==> config.mk <==
export PLATFORM = sky130hd
export DESIGN_NAME = ucpd_bmc_rx
export DESIGN_NICKNAME = d
export VERILOG_FILES = /design/src/common/bmc_rx_pkg.sv /design/src/source/cc_input_filter.sv /design/src/source/edge_interval_timer.sv /design/src/source/rx_ctrl_fsm.sv /design/src/bmc_decode/ui_trainer.sv /design/src/bmc_decode/bmc_bit_decoder.sv /design/src/source/symbol_out_port.sv /design/src/source/ucpd_bmc_rx.sv
export SDC_FILE = /design/constraint.sdc
export NUM_CORES = 1
export LEC_CHECK = 0
export BUFFER_PORTS_ARGS = -buffer_cell sky130_fd_sc_hd__clkbuf_2
export CELL_PAD_IN_SITES_DETAIL_PLACEMENT = 1
export CELL_PAD_IN_SITES_GLOBAL_PLACEMENT = 2
export CORE_UTILIZATION = 30
export CTS_CLUSTER_DIAMETER = 150
export DETAILED_ROUTE_END_ITERATION = 8
export PLACE_DENSITY_LB_ADDON = 0.1
export SLEW_MARGIN = 40
export SYNTH_ARGS = -nofsm -noshare
export SYNTH_HDL_FRONTEND = slang
export SYNTH_SLANG_ARGS = --single-unit
==> constraint.sdc <==
create_clock -name ucpd_clk -period 6.45 [get_ports ucpd_clk]
set_input_delay 0.3225 -clock ucpd_clk [delete_from_list [all_inputs] [get_ports ucpd_clk]]
set_output_delay 0.3225 -clock ucpd_clk [all_outputs]
set_load 0.03 [all_outputs]
==> src/common/bmc_rx_pkg.sv <==
`default_nettype none

package bmc_rx_pkg;

  // ----------------------------------------
  // widths and limits
  // ----------------------------------------
  localparam int unsigned CNT_W     = 11;
  localparam int unsigned SYM_BITS  = 5;
  localparam int unsigned SYM_CNT_W = $clog2(SYM_BITS);

  // edge interval or threshold, in ucpd_clk cycles
  typedef logic [CNT_W-1:0] count_t;
  // one 4b5b symbol, first received bit in bit 0
  typedef logic [SYM_BITS-1:0] symbol_t;
  // bit position inside a symbol
  typedef logic [SYM_CNT_W-1:0] sym_cnt_t;

  // interval count where the line counts as idle
  localparam count_t   IDLE_LIMIT = count_t'(1023);
  localparam sym_cnt_t SYM_LAST   = sym_cnt_t'(SYM_BITS - 1);

  // bit 0 bypass, bit 1 two-sample window
  typedef logic [1:0] filt_mode_t;

  // filtered cc line as seen by the decode blocks
  typedef struct packed {
    logic level;
    logic edge_stb;
  } cc_evt_t;

  // one recovered bit
  typedef struct packed {
    logic valid;
    logic value;
  } bit_evt_t;

  typedef enum logic [1:0] {IDLE, TRAIN, HUNT, RECEIVE} rx_state_e;

endpackage

`default_nettype wire

==> src/source/cc_input_filter.sv <==
`timescale 1ns/1ns
`default_nettype none

module cc_input_filter
  import bmc_rx_pkg::*;
(
  input  wire             ucpd_clk,
  input  wire             ic_rst_n,
  input  wire             cc_in,
  input  wire filt_mode_t filt_mode,
  output cc_evt_t         cc_evt
);

  logic [1:0] sync_q;
  logic [1:0] hist_q;
  // newest sample in bit 0
  logic [2:0] window;
  logic       filt_q;
  logic       filt_d;
  logic       filt_nxt;

  // 2-flop sync, then two more history stages
  always_ff @(posedge ucpd_clk or negedge ic_rst_n) begin
    if (!ic_rst_n) begin
      sync_q <= '0;
      hist_q <= '0;
    end else begin
      sync_q <= {sync_q[0], cc_in};
      hist_q <= {hist_q[0], sync_q[1]};
    end
  end

  assign window = {hist_q, sync_q[1]};

  // ----------------------------------------
  // level only moves when the window agrees
  // ----------------------------------------
  always_comb begin
    filt_nxt = filt_q;
    if (filt_mode[0]) begin
      // bypass, take the synced sample as is
      filt_nxt = sync_q[1];
    end else if (filt_mode[1]) begin
      if (window[1:0] == 2'b11) filt_nxt = 1'b1;
      else if (window[1:0] == 2'b00) filt_nxt = 1'b0;
    end else begin
      if (window == 3'b111) filt_nxt = 1'b1;
      else if (window == 3'b000) filt_nxt = 1'b0;
    end
  end

  always_ff @(posedge ucpd_clk or negedge ic_rst_n) begin
    if (!ic_rst_n) begin
      filt_q <= 1'b0;
      filt_d <= 1'b0;
    end else begin
      filt_q <= filt_nxt;
      filt_d <= filt_q;
    end
  end

  // edge strobe lasts exactly one cycle
  assign cc_evt.level    = filt_q;
  assign cc_evt.edge_stb = filt_q ^ filt_d;

endmodule

`default_nettype wire

==> src/source/edge_interval_timer.sv <==
`timescale 1ns/1ns
`default_nettype none

module edge_interval_timer
  import bmc_rx_pkg::*;
(
  input  wire          ucpd_clk,
  input  wire          ic_rst_n,
  input  wire cc_evt_t cc_evt,
  output count_t       interval,
  output logic         line_idle
);

  count_t cnt_q;

  // restart at 1 after an edge, stick at the idle limit
  always_ff @(posedge ucpd_clk or negedge ic_rst_n) begin
    if (!ic_rst_n) begin
      cnt_q <= '0;
    end else if (cc_evt.edge_stb) begin
      cnt_q <= count_t'(1);
    end else if (cnt_q != IDLE_LIMIT) begin
      cnt_q <= cnt_q + count_t'(1);
    end
  end

  // read in the edge cycle, this is the segment that just ended
  assign interval  = cnt_q;
  assign line_idle = (cnt_q == IDLE_LIMIT);

endmodule

`default_nettype wire

==> src/source/rx_ctrl_fsm.sv <==
`timescale 1ns/1ns
`default_nettype none

module rx_ctrl_fsm
  import bmc_rx_pkg::*;
(
  input  wire       ucpd_clk,
  input  wire       ic_rst_n,
  input  wire       rx_en,
  input  wire       line_idle,
  input  wire       train_done,
  input  wire       framed,
  output rx_state_e state,
  output logic      rx_active
);

  rx_state_e state_nxt;

  // ----------------------------------------
  // session sequencing
  // ----------------------------------------
  always_comb begin
    state_nxt = state;
    if (!rx_en || line_idle) begin
      // disable or idle line ends the session from any state
      state_nxt = IDLE;
    end else begin
      case (state)
        IDLE:    state_nxt = TRAIN;
        TRAIN:   if (train_done) state_nxt = HUNT;
        HUNT:    if (framed) state_nxt = RECEIVE;
        RECEIVE: state_nxt = RECEIVE;
        default: state_nxt = IDLE;
      endcase
    end
  end

  always_ff @(posedge ucpd_clk or negedge ic_rst_n) begin
    if (!ic_rst_n) begin
      state <= IDLE;
    end else begin
      state <= state_nxt;
    end
  end

  // symbols only flow in receive
  assign rx_active = (state == RECEIVE);

endmodule

`default_nettype wire

==> src/bmc_decode/ui_trainer.sv <==
`timescale 1ns/1ns
`default_nettype none

module ui_trainer
  import bmc_rx_pkg::*;
(
  input  wire            ucpd_clk,
  input  wire            ic_rst_n,
  input  wire rx_state_e state,
  input  wire cc_evt_t   cc_evt,
  input  wire count_t    interval,
  output logic           train_done,
  output count_t         threshold
);

  logic             in_train_q;
  logic             started;
  logic [1:0]       idx;
  count_t           ui_a;
  count_t           ui_b;
  logic [CNT_W+1:0] sum3;
  logic [CNT_W+2:0] sum_x3;
  logic             accept;

  // ----------------------------------------
  // threshold = 3/8 of a + b + c
  // ----------------------------------------
  // c is the interval ending on the current edge
  assign sum3   = {2'b00, ui_a} + {2'b00, ui_b} + {2'b00, interval};
  assign sum_x3 = {1'b0, sum3} + {sum3, 1'b0};
  // a or c strictly largest, b largest means a lost leading edge
  assign accept = ((ui_a > ui_b) && (ui_a > interval)) ||
                  ((interval > ui_a) && (interval > ui_b));

  always_ff @(posedge ucpd_clk or negedge ic_rst_n) begin
    if (!ic_rst_n) begin
      in_train_q <= 1'b0;
      started    <= 1'b0;
      idx        <= 2'd0;
      train_done <= 1'b0;
      threshold  <= '0;
    end else begin
      in_train_q <= (state == TRAIN);
      train_done <= 1'b0;
      // fresh threshold on every entry into train
      if ((state == TRAIN) && !in_train_q) threshold <= '0;
      if (state != TRAIN) begin
        started <= 1'b0;
        idx     <= 2'd0;
      end else if (cc_evt.edge_stb) begin
        if (!started) begin
          // first edge only opens the first interval
          started <= 1'b1;
        end else if (idx == 2'd2) begin
          // retry on the next three intervals if rejected
          idx <= 2'd0;
          if (accept) begin
            train_done <= 1'b1;
            threshold  <= sum_x3[CNT_W+2:3];
          end
        end else begin
          idx <= idx + 2'd1;
        end
      end
    end
  end

  // captured interval counts
  always_ff @(posedge ucpd_clk) begin
    if ((state == TRAIN) && cc_evt.edge_stb && started) begin
      if (idx == 2'd0) ui_a <= interval;
      if (idx == 2'd1) ui_b <= interval;
    end
  end

endmodule

`default_nettype wire

==> src/bmc_decode/bmc_bit_decoder.sv <==
`timescale 1ns/1ns
`default_nettype none

module bmc_bit_decoder
  import bmc_rx_pkg::*;
(
  input  wire            ucpd_clk,
  input  wire            ic_rst_n,
  input  wire rx_state_e state,
  input  wire cc_evt_t   cc_evt,
  input  wire count_t    interval,
  input  wire count_t    threshold,
  output logic           framed,
  output logic           sym_done,
  output symbol_t        sym_data
);

  logic     decoding;
  logic     short_iv;
  logic     pending;
  logic     have_prev;
  logic     prev_bit;
  logic     last_bit;
  sym_cnt_t bit_cnt;
  symbol_t  sym_sr;
  bit_evt_t bit_evt;

  // ----------------------------------------
  // bit recovery
  // ----------------------------------------
  assign decoding = (state == HUNT) || (state == RECEIVE);
  assign short_iv = (interval <= threshold);

  // long gives 0, second short of a pair gives 1
  assign bit_evt.valid = decoding && cc_evt.edge_stb && (!short_iv || pending);
  assign bit_evt.value = short_iv;
  assign last_bit      = (bit_cnt == SYM_LAST);

  always_ff @(posedge ucpd_clk or negedge ic_rst_n) begin
    if (!ic_rst_n) begin
      pending   <= 1'b0;
      have_prev <= 1'b0;
      prev_bit  <= 1'b0;
      bit_cnt   <= '0;
      framed    <= 1'b0;
      sym_done  <= 1'b0;
    end else begin
      framed   <= 1'b0;
      sym_done <= 1'b0;
      // lone short followed by long is dropped here
      if (!decoding) pending <= 1'b0;
      else if (cc_evt.edge_stb) pending <= short_iv && !pending;
      if (state != HUNT) have_prev <= 1'b0;
      if (bit_evt.valid && (state == HUNT)) begin
        prev_bit  <= bit_evt.value;
        have_prev <= 1'b1;
        // equal pair marks bits 0 and 1 of symbol 0
        if (have_prev && (prev_bit == bit_evt.value)) begin
          framed    <= 1'b1;
          have_prev <= 1'b0;
          bit_cnt   <= sym_cnt_t'(2);
        end
      end else if (bit_evt.valid && (state == RECEIVE)) begin
        if (last_bit) begin
          sym_done <= 1'b1;
          bit_cnt  <= '0;
        end else begin
          bit_cnt <= bit_cnt + sym_cnt_t'(1);
        end
      end
    end
  end

  // shift right so the first bit ends in bit 0
  always_ff @(posedge ucpd_clk) begin
    if (bit_evt.valid && (state == HUNT)) begin
      sym_sr <= {bit_evt.value, prev_bit, sym_sr[SYM_BITS-3:0]};
    end else if (bit_evt.valid && (state == RECEIVE)) begin
      sym_sr <= {bit_evt.value, sym_sr[SYM_BITS-1:1]};
      if (last_bit) sym_data <= {bit_evt.value, sym_sr[SYM_BITS-1:1]};
    end
  end

endmodule

`default_nettype wire

==> src/source/symbol_out_port.sv <==
`timescale 1ns/1ns
`default_nettype none

module symbol_out_port
  import bmc_rx_pkg::*;
(
  input  wire            ucpd_clk,
  input  wire            ic_rst_n,
  input  wire rx_state_e state,
  input  wire            sym_done,
  input  wire symbol_t   sym_data,
  input  wire            sym_ack,
  output logic           sym_req,
  output symbol_t        sym,
  output logic           sym_overrun
);

  // four-phase handshake phases
  typedef enum logic [1:0] {FREE, REQ, RELEASE} hs_phase_e;

  hs_phase_e phase;
  logic      idle_q;
  logic      take;

  // accept only with req and ack both low
  assign take    = sym_done && (phase == FREE) && !sym_ack;
  assign sym_req = (phase == REQ);

  always_ff @(posedge ucpd_clk or negedge ic_rst_n) begin
    if (!ic_rst_n) begin
      phase       <= FREE;
      idle_q      <= 1'b1;
      sym_overrun <= 1'b0;
    end else begin
      idle_q <= (state == IDLE);
      case (phase)
        FREE:    if (take) phase <= REQ;
        // drop req the cycle after ack is seen
        REQ:     if (sym_ack) phase <= RELEASE;
        RELEASE: if (!sym_ack) phase <= FREE;
        default: phase <= FREE;
      endcase
      // sticky until a new session starts
      if (idle_q && (state != IDLE)) sym_overrun <= 1'b0;
      else if (sym_done && !take) sym_overrun <= 1'b1;
    end
  end

  // symbol stays put while req is up
  always_ff @(posedge ucpd_clk) begin
    if (take) sym <= sym_data;
  end

endmodule

`default_nettype wire

==> src/source/ucpd_bmc_rx.sv <==
`timescale 1ns/1ns
`default_nettype none

module ucpd_bmc_rx
  import bmc_rx_pkg::*;
(
  input  wire             ucpd_clk,
  input  wire             ic_rst_n,
  input  wire             cc_in,
  input  wire filt_mode_t filt_mode,
  input  wire             rx_en,
  input  wire             sym_ack,
  output logic            sym_req,
  output symbol_t         sym,
  output logic            sym_overrun,
  output logic            rx_active
);

  cc_evt_t   cc_evt;
  count_t    interval;
  count_t    threshold;
  logic      line_idle;
  logic      train_done;
  logic      framed;
  logic      sym_done;
  symbol_t   sym_data;
  rx_state_e state;

  // ----------------------------------------
  // line conditioning and timing
  // ----------------------------------------
  cc_input_filter u_cc_input_filter (
    .ucpd_clk  (ucpd_clk),
    .ic_rst_n  (ic_rst_n),
    .cc_in     (cc_in),
    .filt_mode (filt_mode),
    .cc_evt    (cc_evt)
  );

  edge_interval_timer u_edge_interval_timer (
    .ucpd_clk  (ucpd_clk),
    .ic_rst_n  (ic_rst_n),
    .cc_evt    (cc_evt),
    .interval  (interval),
    .line_idle (line_idle)
  );

  // session control
  rx_ctrl_fsm u_rx_ctrl_fsm (
    .ucpd_clk   (ucpd_clk),
    .ic_rst_n   (ic_rst_n),
    .rx_en      (rx_en),
    .line_idle  (line_idle),
    .train_done (train_done),
    .framed     (framed),
    .state      (state),
    .rx_active  (rx_active)
  );

  // ----------------------------------------
  // training, decode and symbol output
  // ----------------------------------------
  ui_trainer u_ui_trainer (
    .ucpd_clk   (ucpd_clk),
    .ic_rst_n   (ic_rst_n),
    .state      (state),
    .cc_evt     (cc_evt),
    .interval   (interval),
    .train_done (train_done),
    .threshold  (threshold)
  );

  bmc_bit_decoder u_bmc_bit_decoder (
    .ucpd_clk  (ucpd_clk),
    .ic_rst_n  (ic_rst_n),
    .state     (state),
    .cc_evt    (cc_evt),
    .interval  (interval),
    .threshold (threshold),
    .framed    (framed),
    .sym_done  (sym_done),
    .sym_data  (sym_data)
  );

  symbol_out_port u_symbol_out_port (
    .ucpd_clk    (ucpd_clk),
    .ic_rst_n    (ic_rst_n),
    .state       (state),
    .sym_done    (sym_done),
    .sym_data    (sym_data),
    .sym_ack     (sym_ack),
    .sym_req     (sym_req),
    .sym         (sym),
    .sym_overrun (sym_overrun)
  );

endmodule

`default_nettype wire

==> reports/qor.json, run 1 <==
{
  "timing": {
    "worst-slew-pin-transition_ns": 0.842,
    "timing.max_slew.rel_slack_pct": 43.1,
    "final_period_minus_worst_setup_slack_ns": 5.22,
    "timing.final.hold_violations": 0,
    "minimum_setup_slack_in_the_final_design_ns": 1.23,
    "setup_viol": 0,
    "timing.final.crit_share_pct": 80.9,
    "rsz0062_at_grt": "no",
    "finalSetupTns_ns": 0,
    "finalClockSkew_ns": 0.00631,
    "max_freq_mhz": 192,
    "timing.final.max_slew_violations": 0
  },
  "worst_setup_path": {
    "timing.critical_path.cells": "ha_1 > or3_1 > o211ai_1 > nand2_1 > xor2_1 > ha_1 > a21oi_1 > nand4b_1 > o21a_1 > o311ai_0 > ha_1 > a21o_1 > a31o_2 > nand3_1 > mux2i_1 > a211o_1 > xnor2_1 > mux2i_1",
    "worst_setup_path_start_kind": "flop",
    "slowest_stage": "sky130_fd_sc_hd__o311ai_0",
    "class_of_the_most_critical_setup_path": "flop to flop",
    "critical_path_required_ns": 6.67,
    "arrival_ns": 5.44,
    "crit-reg2reg-launch": "u_ui_trainer.ui_a[2]",
    "longest_individual_stage_delay_on_the_worst_path_ns": 0.70,
    "rr_worst_depth": 18,
    "r2r_end": "u_ui_trainer.threshold[10]",
    "critPathMaxFanout": 6,
    "regToRegSetupSlack_ns": 1.23,
    "critical_path_buf_inv_count": 0,
    "crit_path_frequent_cell": "sky130_fd_sc_hd__ha_1",
    "setup.worst_path.end_class": "flop",
    "cp_top_family": "compound AO/OA/AOI/OAI gates"
  },
  "power_and_ir_drop": {
    "power.static_leakage_nw": 2.85,
    "power_density_nw_per_um2": 290,
    "vdd.ir_drop.worst_mv": 0.154
  },
  "floorplan": {
    "pin_count": 15,
    "dieWidth_microns": 140,
    "initial_standard_cell_utilization_of_the_core_pct": 31.1,
    "placeableCoreArea_sq_um": 18300,
    "die_h_microns": 140,
    "placementRows": 49,
    "design.die.area_sq_um": 19500
  },
  "yosys": {
    "number_of_synthesized_flops_with_an_enable_pin": 36,
    "synth_area_sq_um": 5690,
    "synth_largest_type_area_fraction_pct": 20.2,
    "postSynthRegisterBits": 83,
    "synthDistinctLibCells": 56,
    "yosysWarningCount": 0,
    "synthDominantAreaCellType": "sky130_fd_sc_hd__dfrtp_1",
    "synth_area_per_cell_sq_um": 10.1,
    "synthesis.nets": 655,
    "ys_top_cells_by_area": "sky130_fd_sc_hd__dfrtp_1 20%, sky130_fd_sc_hd__edfxtp_1 19%, sky130_fd_sc_hd__ha_1 18%",
    "dominant_combinational_cell_family_by_area_after_synthesis": "adder cells",
    "synthArstFlopShare_pct": 56.6,
    "netlist_instances": 562,
    "synth-simple-area-share_pct": 13.9,
    "synth.area.mux_share_pct": 2.82,
    "synth_top_flop_cell": "sky130_fd_sc_hd__dfrtp_1",
    "synth-seq-area-share_pct": 39.7,
    "synth_compound_gate_area_share_pct": 14.2,
    "yosysMostFrequentCell": "sky130_fd_sc_hd__ha_1",
    "post_synthesis_xor_xnor_area_fraction_pct": 6.01,
    "synth_fa_ha_area_share_pct": 19.2,
    "leading_cell_types_by_count_after_synthesis": "84 x sky130_fd_sc_hd__ha_1, 55 x sky130_fd_sc_hd__inv_1, 46 x sky130_fd_sc_hd__dfrtp_1"
  },
  "place": {
    "pre_cts_ws_ns": 1.28,
    "port_buffer_count": 14,
    "gp_congestion": 0.755,
    "dpl.cell_count": 807,
    "dpl-instance-area_sq_um": 6060,
    "dpl.hpwl_mm": 11.5
  },
  "routing": {
    "wire_per_inst_microns": 18.1,
    "drt-vias-per-instance": 5.00,
    "wl_mm": 14.9,
    "route.detailed.drc": 0,
    "detailroute.via_count": 4117,
    "1st_iter_drt_viols": 158,
    "drt-pass1-iter-count": 4,
    "antenna_left": 0
  },
  "global_routing": {
    "grt_pass1_wl_mm": 24.7,
    "grtUsageMet2_pct": 28.6,
    "grtUsageMet3_pct": 2.65,
    "grt_use_met1_pct": 21.4,
    "busiest_layer": "met2",
    "first_global_vias": 4422,
    "grt-ovfl-total": 0,
    "antenna_violations_before_repair": 0,
    "grt_start_max_net_pins": 48,
    "grt_usage_pct": 16.5
  },
  "clock_tree": {
    "post_cts.resized_instances": 0,
    "cts_inserted_buffers": 9,
    "post-cts-setup-buffer-count": 0,
    "tritoncts_num_sinks": 83,
    "clock-root-buffer": "sky130_fd_sc_hd__clkbuf_16",
    "ctsHoldBuffers": 0,
    "cts.path.max_buffers": 2,
    "number_of_levels_the_h_tree_was_split_into": 3,
    "path_clk_slew_ns": 0.07,
    "clk-insertion-delay-late_ns": 0.35,
    "cts_tree": "built"
  },
  "finish": {
    "final_core_utilization_pct": 34.7,
    "stdcell_count": 823,
    "drive_above_1_share_pct": 8.25,
    "antennaDiodeCount": 0,
    "num-nets-final": 682,
    "area.growth.synth_to_final_pct": 11.5,
    "post-route-cell-area_sq_um": 6340
  },
  "run_status": {
    "result_of_the_run": "finished, final reports clean"
  },
  "hold_path": {
    "hold_class": "primary input to asynchronous set/reset pin"
  },
  "run": {
    "maxCapViolCount": 0
  }
}
-- report_power, final --
| group | leakage (nW) | total (mW) | internal [mW] | switching (mW) |
|---|---|---|---|---|
| logic | 1.75 | 0.722 | 0.309 | 0.413 |
| clock network | 0.139 | 0.505 | 0.268 | 0.237 |
| registers | 0.957 | 0.615 | 0.577 | 0.0379 |
-- cell usage in the layout, fill, tap and decap left out, types with 3 or more instances in the layout --
cell / instances
sky130_fd_sc_hd__ha_1: 84
sky130_fd_sc_hd__inv_1: 55
sky130_fd_sc_hd__dfrtp_1: 46
sky130_fd_sc_hd__nor2_1: 42
sky130_fd_sc_hd__nand2_1: 37
sky130_fd_sc_hd__edfxtp_1: 36
sky130_fd_sc_hd__a21oi_1: 35
sky130_fd_sc_hd__xnor2_1: 27
sky130_fd_sc_hd__o21ai_0: 16
sky130_fd_sc_hd__mux2i_1: 16
sky130_fd_sc_hd__nor2b_1: 15
sky130_fd_sc_hd__nor3_1: 14
sky130_fd_sc_hd__nand3_1: 14
sky130_fd_sc_hd__clkbuf_2: 14
sky130_fd_sc_hd__xor2_1: 12
sky130_fd_sc_hd__o21a_1: 11
sky130_fd_sc_hd__a21o_1: 9
sky130_fd_sc_hd__clkbuf_16: 9
sky130_fd_sc_hd__nand4_1: 8
sky130_fd_sc_hd__a211oi_1: 8
sky130_fd_sc_hd__o21bai_1: 6
sky130_fd_sc_hd__and3_1: 6
sky130_fd_sc_hd__buf_4: 6
sky130_fd_sc_hd__o31ai_1: 5
sky130_fd_sc_hd__nand2b_1: 5
sky130_fd_sc_hd__o211ai_1: 4
sky130_fd_sc_hd__nand3b_1: 3
sky130_fd_sc_hd__nor3b_1: 3
sky130_fd_sc_hd__a31oi_1: 3
sky130_fd_sc_hd__inv_6: 3
-- metal layers --
metal  vias to the layer above  routed length, microns  part of all wire, %
met5                         -                       0                    0
met4                         0                     124                 0.83
met3                         9                     310                  2.1
met2                        29                    7320                   49
met1                      2020                    7150                   48
li1                       2059                       -                    -
-- registers in the layout (all words and copies together) (netlist names), 2 cells and up --
| signal | flops |
|---|---|
| u_symbol_out_port.phase | 2 |
| u_ui_trainer.idx | 2 |
| u_ui_trainer.ui_a | 11 |
| u_bmc_bit_decoder.sym_data | 5 |
| u_edge_interval_timer.interval | 11 |
| u_rx_ctrl_fsm.state | 2 |
| u_symbol_out_port.sym | 5 |
| u_ui_trainer.threshold | 11 |
| u_bmc_bit_decoder.bit_cnt | 3 |
| u_ui_trainer.ui_b | 11 |
| u_cc_input_filter.hist_q | 2 |
| u_bmc_bit_decoder.sym_sr | 4 |
| u_cc_input_filter.sync_q | 2 |
-- cell type report --
| cell class | count | area (sq um) |
|---|---|---|
| Fill cell | 2080 | 11900 |
| Multi-Input combinational cell | 420 | 3200 |
| Sequential cell | 83 | 2260 |
| Tap cell | 229 | 287 |
| Clock buffer | 9 | 225 |
| Inverter | 55 | 206 |
| Timing Repair Buffer | 20 | 115 |
| Clock inverter | 7 | 56.3 |
-- cells by family (layout without fill, tap and decap cells) --
family,after synthesis,after routing
xor gates and xnor gates,39,39
and+or+nand+nor,160,160
buffers and inverters,59,91
DFF,83,83
muxes,16,16
AOI/OAI and AO/OA,119,119
adders and majority gates,86,86
-- per-stage QoR --
stage / hold WS, ns / power [mW]
4_1_cts: 0.0704 / 1.87
2_1_floorplan: 0.0269 / 1.16
3_3_place_gp: 0.346 / 1.34
3_5_place_dp: 0.339 / 1.34
6_report: 0.0595 / 1.84
5_1_grt: 0.0715 / 1.98
-- worst reg2reg max path, cell delays in order, from the launching register on --
cell and delay [ns]:
sky130_fd_sc_hd__edfxtp_1 0.43, sky130_fd_sc_hd__ha_1 0.40, sky130_fd_sc_hd__or3_1 0.42, sky130_fd_sc_hd__o211ai_1 0.25, sky130_fd_sc_hd__nand2_1 0.13, sky130_fd_sc_hd__xor2_1 0.17, sky130_fd_sc_hd__ha_1 0.34, sky130_fd_sc_hd__a21oi_1 0.37
sky130_fd_sc_hd__nand4b_1 0.21, sky130_fd_sc_hd__o21a_1 0.21, sky130_fd_sc_hd__o311ai_0 0.70, sky130_fd_sc_hd__ha_1 0.39, sky130_fd_sc_hd__a21o_1 0.16, sky130_fd_sc_hd__a31o_2 0.24, sky130_fd_sc_hd__nand3_1 0.09, sky130_fd_sc_hd__mux2i_1 0.08
sky130_fd_sc_hd__a211o_1 0.30, sky130_fd_sc_hd__xnor2_1 0.15, sky130_fd_sc_hd__mux2i_1 0.09
-- how the worst max path moves through the flow --
| stage | slack, ns | to | from | cells past startpoint |
|---|---|---|---|---|
| floorplan | 1.83 | u_ui_trainer.threshold[10] | u_ui_trainer.ui_a[2] | 19 |
| global placement | 1.36 | u_ui_trainer.threshold[10] | u_ui_trainer.ui_a[2] | 18 |
| detailed placement | 1.28 | u_ui_trainer.threshold[10] | u_ui_trainer.ui_a[2] | 18 |
| CTS | 1.23 | u_ui_trainer.threshold[10] | u_ui_trainer.ui_b[0] | 22 |
| global route | 0.81 | u_ui_trainer.threshold[10] | u_ui_trainer.ui_b[0] | 23 |
| finish | 1.23 | u_ui_trainer.threshold[10] | u_ui_trainer.ui_a[2] | 18 |
(Power assumes the default switching activity.)
==> inputs of run 2 (changes only) <==
- clock period: 6.45 -> 4.6 ns (I/O delays scaled with it)
==> run 2 against run 1 <==
Against the previous run: via count increased by 4.7%; combinational power up 70%; critical path depth increased by 2; clock skew grew 0.0040 ns; global-route usage about the same; highest routed layer unchanged.
==> reports/qor.json, run 2 (same netlist as run 1, synthesis figures left out) <==
{
  "timing": {
    "setup_viol": 0,
    "rsz0062_at_grt": "yes",
    "timing.final.hold_violations": 0,
    "timing.final.max_slew_violations": 0,
    "timing.max_slew.rel_slack_pct": 49.7,
    "final_period_minus_worst_setup_slack_ns": 4.43,
    "timing.final.crit_share_pct": 96.4,
    "minimum_setup_slack_in_the_final_design_ns": 0.167,
    "finalClockSkew_ns": 0.0103,
    "worst-slew-pin-transition_ns": 0.752,
    "max_freq_mhz": 226
  },
  "routing": {
    "detailroute.via_count": 4312,
    "1st_iter_drt_viols": 106,
    "drt-pass1-iter-count": 4,
    "antenna_left": 0,
    "wl_mm": 15.3,
    "route.detailed.drc": 0,
    "drt-vias-per-instance": 4.97,
    "wire_per_inst_microns": 17.7
  },
  "place": {
    "gp_congestion": 0.734,
    "dpl.cell_count": 836,
    "dpl-instance-area_sq_um": 6280,
    "dpl.hpwl_mm": 11.9,
    "port_buffer_count": 14,
    "pre_cts_ws_ns": -0.134
  },
  "clock_tree": {
    "clk-insertion-delay-late_ns": 0.35,
    "clock-root-buffer": "sky130_fd_sc_hd__clkbuf_16",
    "cts_tree": "built",
    "number_of_levels_the_h_tree_was_split_into": 3,
    "tritoncts_num_sinks": 83,
    "cts.path.max_buffers": 2,
    "path_clk_slew_ns": 0.07,
    "cts_inserted_buffers": 9
  },
  "global_routing": {
    "grt_pass1_wl_mm": 24.3,
    "grt-ovfl-total": 0,
    "antenna_violations_before_repair": 0,
    "grt_usage_pct": 16.5,
    "first_global_vias": 4486,
    "grt_start_max_net_pins": 48
  },
  "worst_setup_path": {
    "longest_individual_stage_delay_on_the_worst_path_ns": 0.42,
    "critical_path_buf_inv_count": 2,
    "timing.critical_path.cells": "inv_2 > ha_4 > or3_4 > o211ai_1 > nand2_1 > xor2_1 > ha_1 > a21oi_2 > nand4b_1 > o21a_1 > o311ai_4 > buf_6 > ha_4 > a21o_1 > a31o_4 > nand3b_1 > mux2i_1 > a211o_1 > xnor2_1 > mux2i_1",
    "slowest_stage": "sky130_fd_sc_hd__edfxtp_1",
    "rr_worst_depth": 20,
    "regToRegSetupSlack_ns": 0.17,
    "critPathMaxFanout": 3,
    "cp_top_family": "compound AO/OA/AOI/OAI gates",
    "arrival_ns": 4.66,
    "class_of_the_most_critical_setup_path": "flop to flop",
    "r2r_end": "u_ui_trainer.threshold[10]",
    "setup.worst_path.end_class": "flop",
    "worst_setup_path_start_kind": "flop",
    "crit-reg2reg-launch": "u_ui_trainer.ui_b[3]",
    "critical_path_required_ns": 4.82
  },
  "floorplan": {
    "design.die.area_sq_um": 19500,
    "pin_count": 15,
    "initial_standard_cell_utilization_of_the_core_pct": 31.1,
    "die_h_microns": 140,
    "dieWidth_microns": 140,
    "placeableCoreArea_sq_um": 18300,
    "placementRows": 49
  },
  "hold_path": {
    "hold_start": "filt_mode[0]",
    "hold_class": "primary input to flop",
    "min_to": "u_cc_input_filter.filt_q",
    "worst_hold_path.num_cells": 2
  },
  "finish": {
    "num-nets-final": 727,
    "stdcell_count": 868,
    "drive_above_1_share_pct": 19.4,
    "antennaDiodeCount": 0,
    "leading_cell_type_in_the_layout_fill_and_taps_excluded": "sky130_fd_sc_hd__ha_1",
    "area.growth.synth_to_final_pct": 21.4,
    "post-route-cell-area_sq_um": 6900,
    "mostFrequentLayoutCells": "78 x sky130_fd_sc_hd__ha_1, 53 x sky130_fd_sc_hd__inv_1, 48 x sky130_fd_sc_hd__buf_4"
  },
  "run": {
    "maxCapViolCount": 0
  },
  "power_and_ir_drop": {
    "totalPowerFinal_mw": 2.78,
    "power_density_nw_per_um2": 403,
    "vdd.ir_drop.worst_mv": 0.196,
    "power.static_leakage_nw": 3.10
  },
  "run_status": {
    "result_of_the_run": "finished, final reports clean"
  }
}
[run 2: cell types whose count changed in the layout (fill, tap and decap cells not counted), moves of 2 or more]
cell                            before  now
sky130_fd_sc_hd__a211oi_2            1    3
sky130_fd_sc_hd__xnor2_1            27   25
sky130_fd_sc_hd__inv_2               0    2
sky130_fd_sc_hd__xnor2_2             0    2
sky130_fd_sc_hd__a21oi_2             0   10
sky130_fd_sc_hd__inv_1              55   53
sky130_fd_sc_hd__ha_4                0    5
sky130_fd_sc_hd__ha_1               84   78
sky130_fd_sc_hd__a21oi_1            35   24
sky130_fd_sc_hd__o21ai_0            16   14
sky130_fd_sc_hd__dlygate4sd3_1       0    2
sky130_fd_sc_hd__a211oi_1            8    5
sky130_fd_sc_hd__buf_4               6   48
[run 2: where the power goes]
part           internal (mW)  switching [mW]
Sequential             0.810          0.0335
Clock                  0.377           0.331
Combinational          0.564           0.669
[run 2: layout make-up]
cell class	count	area [sq um]
clock buffer	9	225
sequential	83	2260
fill	2073	11400
timing repair buffer	65	462
multi-input combinational	420	3410
tap	229	287
clock inverter	7	58.8
inverter	55	206
[run 2: timing repair]
item                       CTS  global route
hold buffers                 2             0
cloned                       0             0
resized for setup            7            34
pin swaps                    2            33
setup buffers                1            13
hold endpoints to repair    12             0
setup endpoints to repair    3             4
[run 2: worst max-delay path by stage]
stage                         start                    endpoint  depth (start not counted)
4_1_cts        u_ui_trainer.ui_a[0]  u_ui_trainer.threshold[10]                         23
6_report       u_ui_trainer.ui_b[3]  u_ui_trainer.threshold[10]                         20
3_3_place_gp   u_ui_trainer.ui_b[2]  u_ui_trainer.threshold[10]                         20
3_5_place_dp   u_ui_trainer.ui_b[3]  u_ui_trainer.threshold[10]                         20
5_1_grt        u_ui_trainer.ui_b[3]  u_ui_trainer.threshold[10]                         21
2_1_floorplan  u_ui_trainer.ui_a[2]  u_ui_trainer.threshold[10]                         18
[run 2: per-layer routing]
layer / vias to the layer above / GRT usage, % / wire, microns
met3: 25 / 1.96 / 237
met1: 2103 / 21.3 / 7280
met5: - / 0 / 0
met2: 37 / 27.9 / 7370
li1: 2147 / - / -
met4: 0 / 6.77 / 435
[run 2: metrics by stage]
step	hold WS [ns]	util (%)	setup TNS (ns)
4_1_cts	0.0502	36.3	0
3_5_place_dp	0.339	34.4	-0.165
3_3_place_gp	0.336	34.4	-0.0196
2_1_floorplan	-0.0656	-	0
5_1_grt	0.0769	37.8	-0.150
6_report	0.0643	37.8	0
==> inputs of run 3 (changes only) <==
- CAP_MARGIN: unset -> 20
- PLACE_DENSITY: unset -> 0.71
- PLACE_DENSITY_LB_ADDON: 0.1 -> unset
==> run 3 against run 2 <==
Against the previous run: total power fell by 1.7%; critical path depth rose by 2; clock skew fell by 0.0032 ns; cell count fell by 0.35%; die area did not move; global-route usage fell by 0.66 points; first-iteration DRC count rose by 66%; sequential power rose by 2%; final area fell by 0.82%; count of clock-buffer cells in the layout did not move; critical path type unchanged.
==> reports/qor.json, run 3 (same netlist as run 1, synthesis figures left out) <==
{
  "finish": {
    "num-nets-final": 724,
    "final_core_utilization_pct": 37.5,
    "leading_cell_type_in_the_layout_fill_and_taps_excluded": "sky130_fd_sc_hd__ha_1",
    "drive_above_1_share_pct": 19.0,
    "area.growth.synth_to_final_pct": 20.4,
    "antennaDiodeCount": 0,
    "mostFrequentLayoutCells": "78 x sky130_fd_sc_hd__ha_1, 53 x sky130_fd_sc_hd__inv_1, 46 x sky130_fd_sc_hd__buf_4, 46 x sky130_fd_sc_hd__dfrtp_1, 41 x sky130_fd_sc_hd__nor2_1"
  },
  "routing": {
    "detailroute.via_count": 4353,
    "wire_per_inst_microns": 17.2,
    "drt-vias-per-instance": 5.03,
    "antenna_left": 0,
    "drt-pass1-iter-count": 4,
    "1st_iter_drt_viols": 176,
    "wl_mm": 14.8,
    "route.detailed.drc": 0
  },
  "floorplan": {
    "placeableCoreArea_sq_um": 18300,
    "initial_standard_cell_utilization_of_the_core_pct": 31.1,
    "die_h_microns": 140,
    "dieWidth_microns": 140,
    "placementRows": 49,
    "design.die.area_sq_um": 19500,
    "pin_count": 15
  },
  "timing": {
    "rsz0062_at_grt": "yes",
    "timing.final.crit_share_pct": 96.0,
    "timing.hold.ws_ns": 0.0620,
    "timing.final.hold_violations": 0,
    "worst-slew-pin-transition_ns": 0.695,
    "max_freq_mhz": 226,
    "timing.final.max_slew_violations": 0,
    "setup_viol": 0,
    "timing.max_slew.rel_slack_pct": 53.3,
    "finalClockSkew_ns": 0.00715,
    "finalSetupTns_ns": 0,
    "final_period_minus_worst_setup_slack_ns": 4.42
  },
  "clock_tree": {
    "clk-insertion-delay-late_ns": 0.35,
    "tritoncts_num_sinks": 83,
    "path_clk_slew_ns": 0.07,
    "cts_tree": "built",
    "number_of_levels_the_h_tree_was_split_into": 3,
    "clock-root-buffer": "sky130_fd_sc_hd__clkbuf_16",
    "cts_inserted_buffers": 9,
    "cts.path.max_buffers": 2
  },
  "hold_path": {
    "hold_class": "primary input to flop",
    "worst_hold_path.num_cells": 2,
    "hold_start": "filt_mode[0]"
  },
  "worst_setup_path": {
    "critical_path_buf_inv_count": 2,
    "regToRegSetupSlack_ns": 0.18,
    "timing.critical_path.cells": "buf_4 > ha_1 > nor2b_1 > a21oi_1 > o211ai_1 > xnor2_2 > ha_1 > o211a_1 > o31ai_1 > buf_4 > a21o_1 > and2_1 > xnor2_2 > ha_1 > nor3_1 > a31oi_2 > a31o_2 > nand3b_1 > mux2i_1 > a211o_1 > xnor2_2 > mux2i_1",
    "arrival_ns": 4.69,
    "cp_top_family": "compound AO/OA/AOI/OAI gates",
    "start_point_of_the_critical_path": "u_ui_trainer.ui_a[3]",
    "rr_worst_depth": 22,
    "critPathMaxFanout": 3,
    "longest_individual_stage_delay_on_the_worst_path_ns": 0.45,
    "worst_setup_path_start_kind": "flop",
    "slowest_stage": "sky130_fd_sc_hd__edfxtp_1",
    "crit-reg2reg-launch": "u_ui_trainer.ui_a[3]",
    "cp.depth": 22,
    "setup.worst_path.end_class": "flop",
    "critical_path_required_ns": 4.87,
    "class_of_the_most_critical_setup_path": "flop to flop"
  },
  "place": {
    "dpl.hpwl_mm": 11.6,
    "port_buffer_count": 14,
    "gp_congestion": 0.825
  },
  "run_status": {
    "result_of_the_run": "finished, final reports clean"
  },
  "global_routing": {
    "grt_start_max_net_pins": 48,
    "grt_usage_pct": 15.8,
    "first_global_vias": 4634,
    "antenna_violations_before_repair": 0,
    "grt_pass1_wl_mm": 24.0,
    "grt-ovfl-total": 0
  },
  "power_and_ir_drop": {
    "power.static_leakage_nw": 3.08,
    "power_density_nw_per_um2": 400,
    "vdd.ir_drop.worst_mv": 0.182,
    "totalPowerFinal_mw": 2.74
  },
  "run": {
    "maxCapViolCount": 0
  }
}
## run 3: final cells by class
cell class | count | area [sq um]
timing repair buffer | 62 | 435
tap | 229 | 287
fill | 2074 | 11400
inverter | 55 | 206
sequential | 83 | 2260
multi-input combinational | 420 | 3360
clock buffer | 9 | 225
clock inverter | 7 | 76.3
## run 3: path summary, 6_finish.rpt
path                                                      to
worst max-delay path              u_ui_trainer.threshold[10]
worst min-delay path                u_cc_input_filter.filt_q
max in group asynchronous          u_ui_trainer.threshold[8]
min in group asynchronous       u_bmc_bit_decoder.bit_cnt[0]
worst max register to register    u_ui_trainer.threshold[10]
worst min register to register   u_cc_input_filter.sync_q[1]
## run 3: stage by stage
| stage | instance area (sq um) | setup slack, ns | instances |
|---|---|---|---|
| finish | 6850 | 0.183 | 865 |
| global route | 6850 | -0.105 | 865 |
| CTS | 6610 | 0.0132 | 850 |
| detailed placement | 6240 | -0.0847 | 829 |
| global placement | 6230 | 0.0793 | 829 |
| floorplan | 5690 | 0.105 | 562 |
## run 3: layer usage
metal	up-vias	track usage (%)	wire length, microns
li1	2141	-	-
met1	2150	20.5	6870
met2	45	27.3	7350
met3	17	2.31	410
met4	0	4.63	211
met5	-	0	0
## run 3: repair_timing
action / 4_1_cts / 5_1_grt
hold endpoints to repair: 8 / 0
hold buffers: 2 / 0
endpoints found under the setup margin: 2 / 3
resized for setup: 7 / 27
buffers inserted: 3 / 15
pin swaps: 2 / 26
## run 3: power by group
group / switching (mW) / leakage (nW) / total [mW] / internal (mW)
Clock: 0.350 / 0.149 / 0.736 / 0.386
Combinational: 0.621 / 1.97 / 1.14 / 0.521
Sequential: 0.0477 / 0.957 / 0.857 / 0.809
Total: 1.02 / 3.08 / 2.74 / 1.72
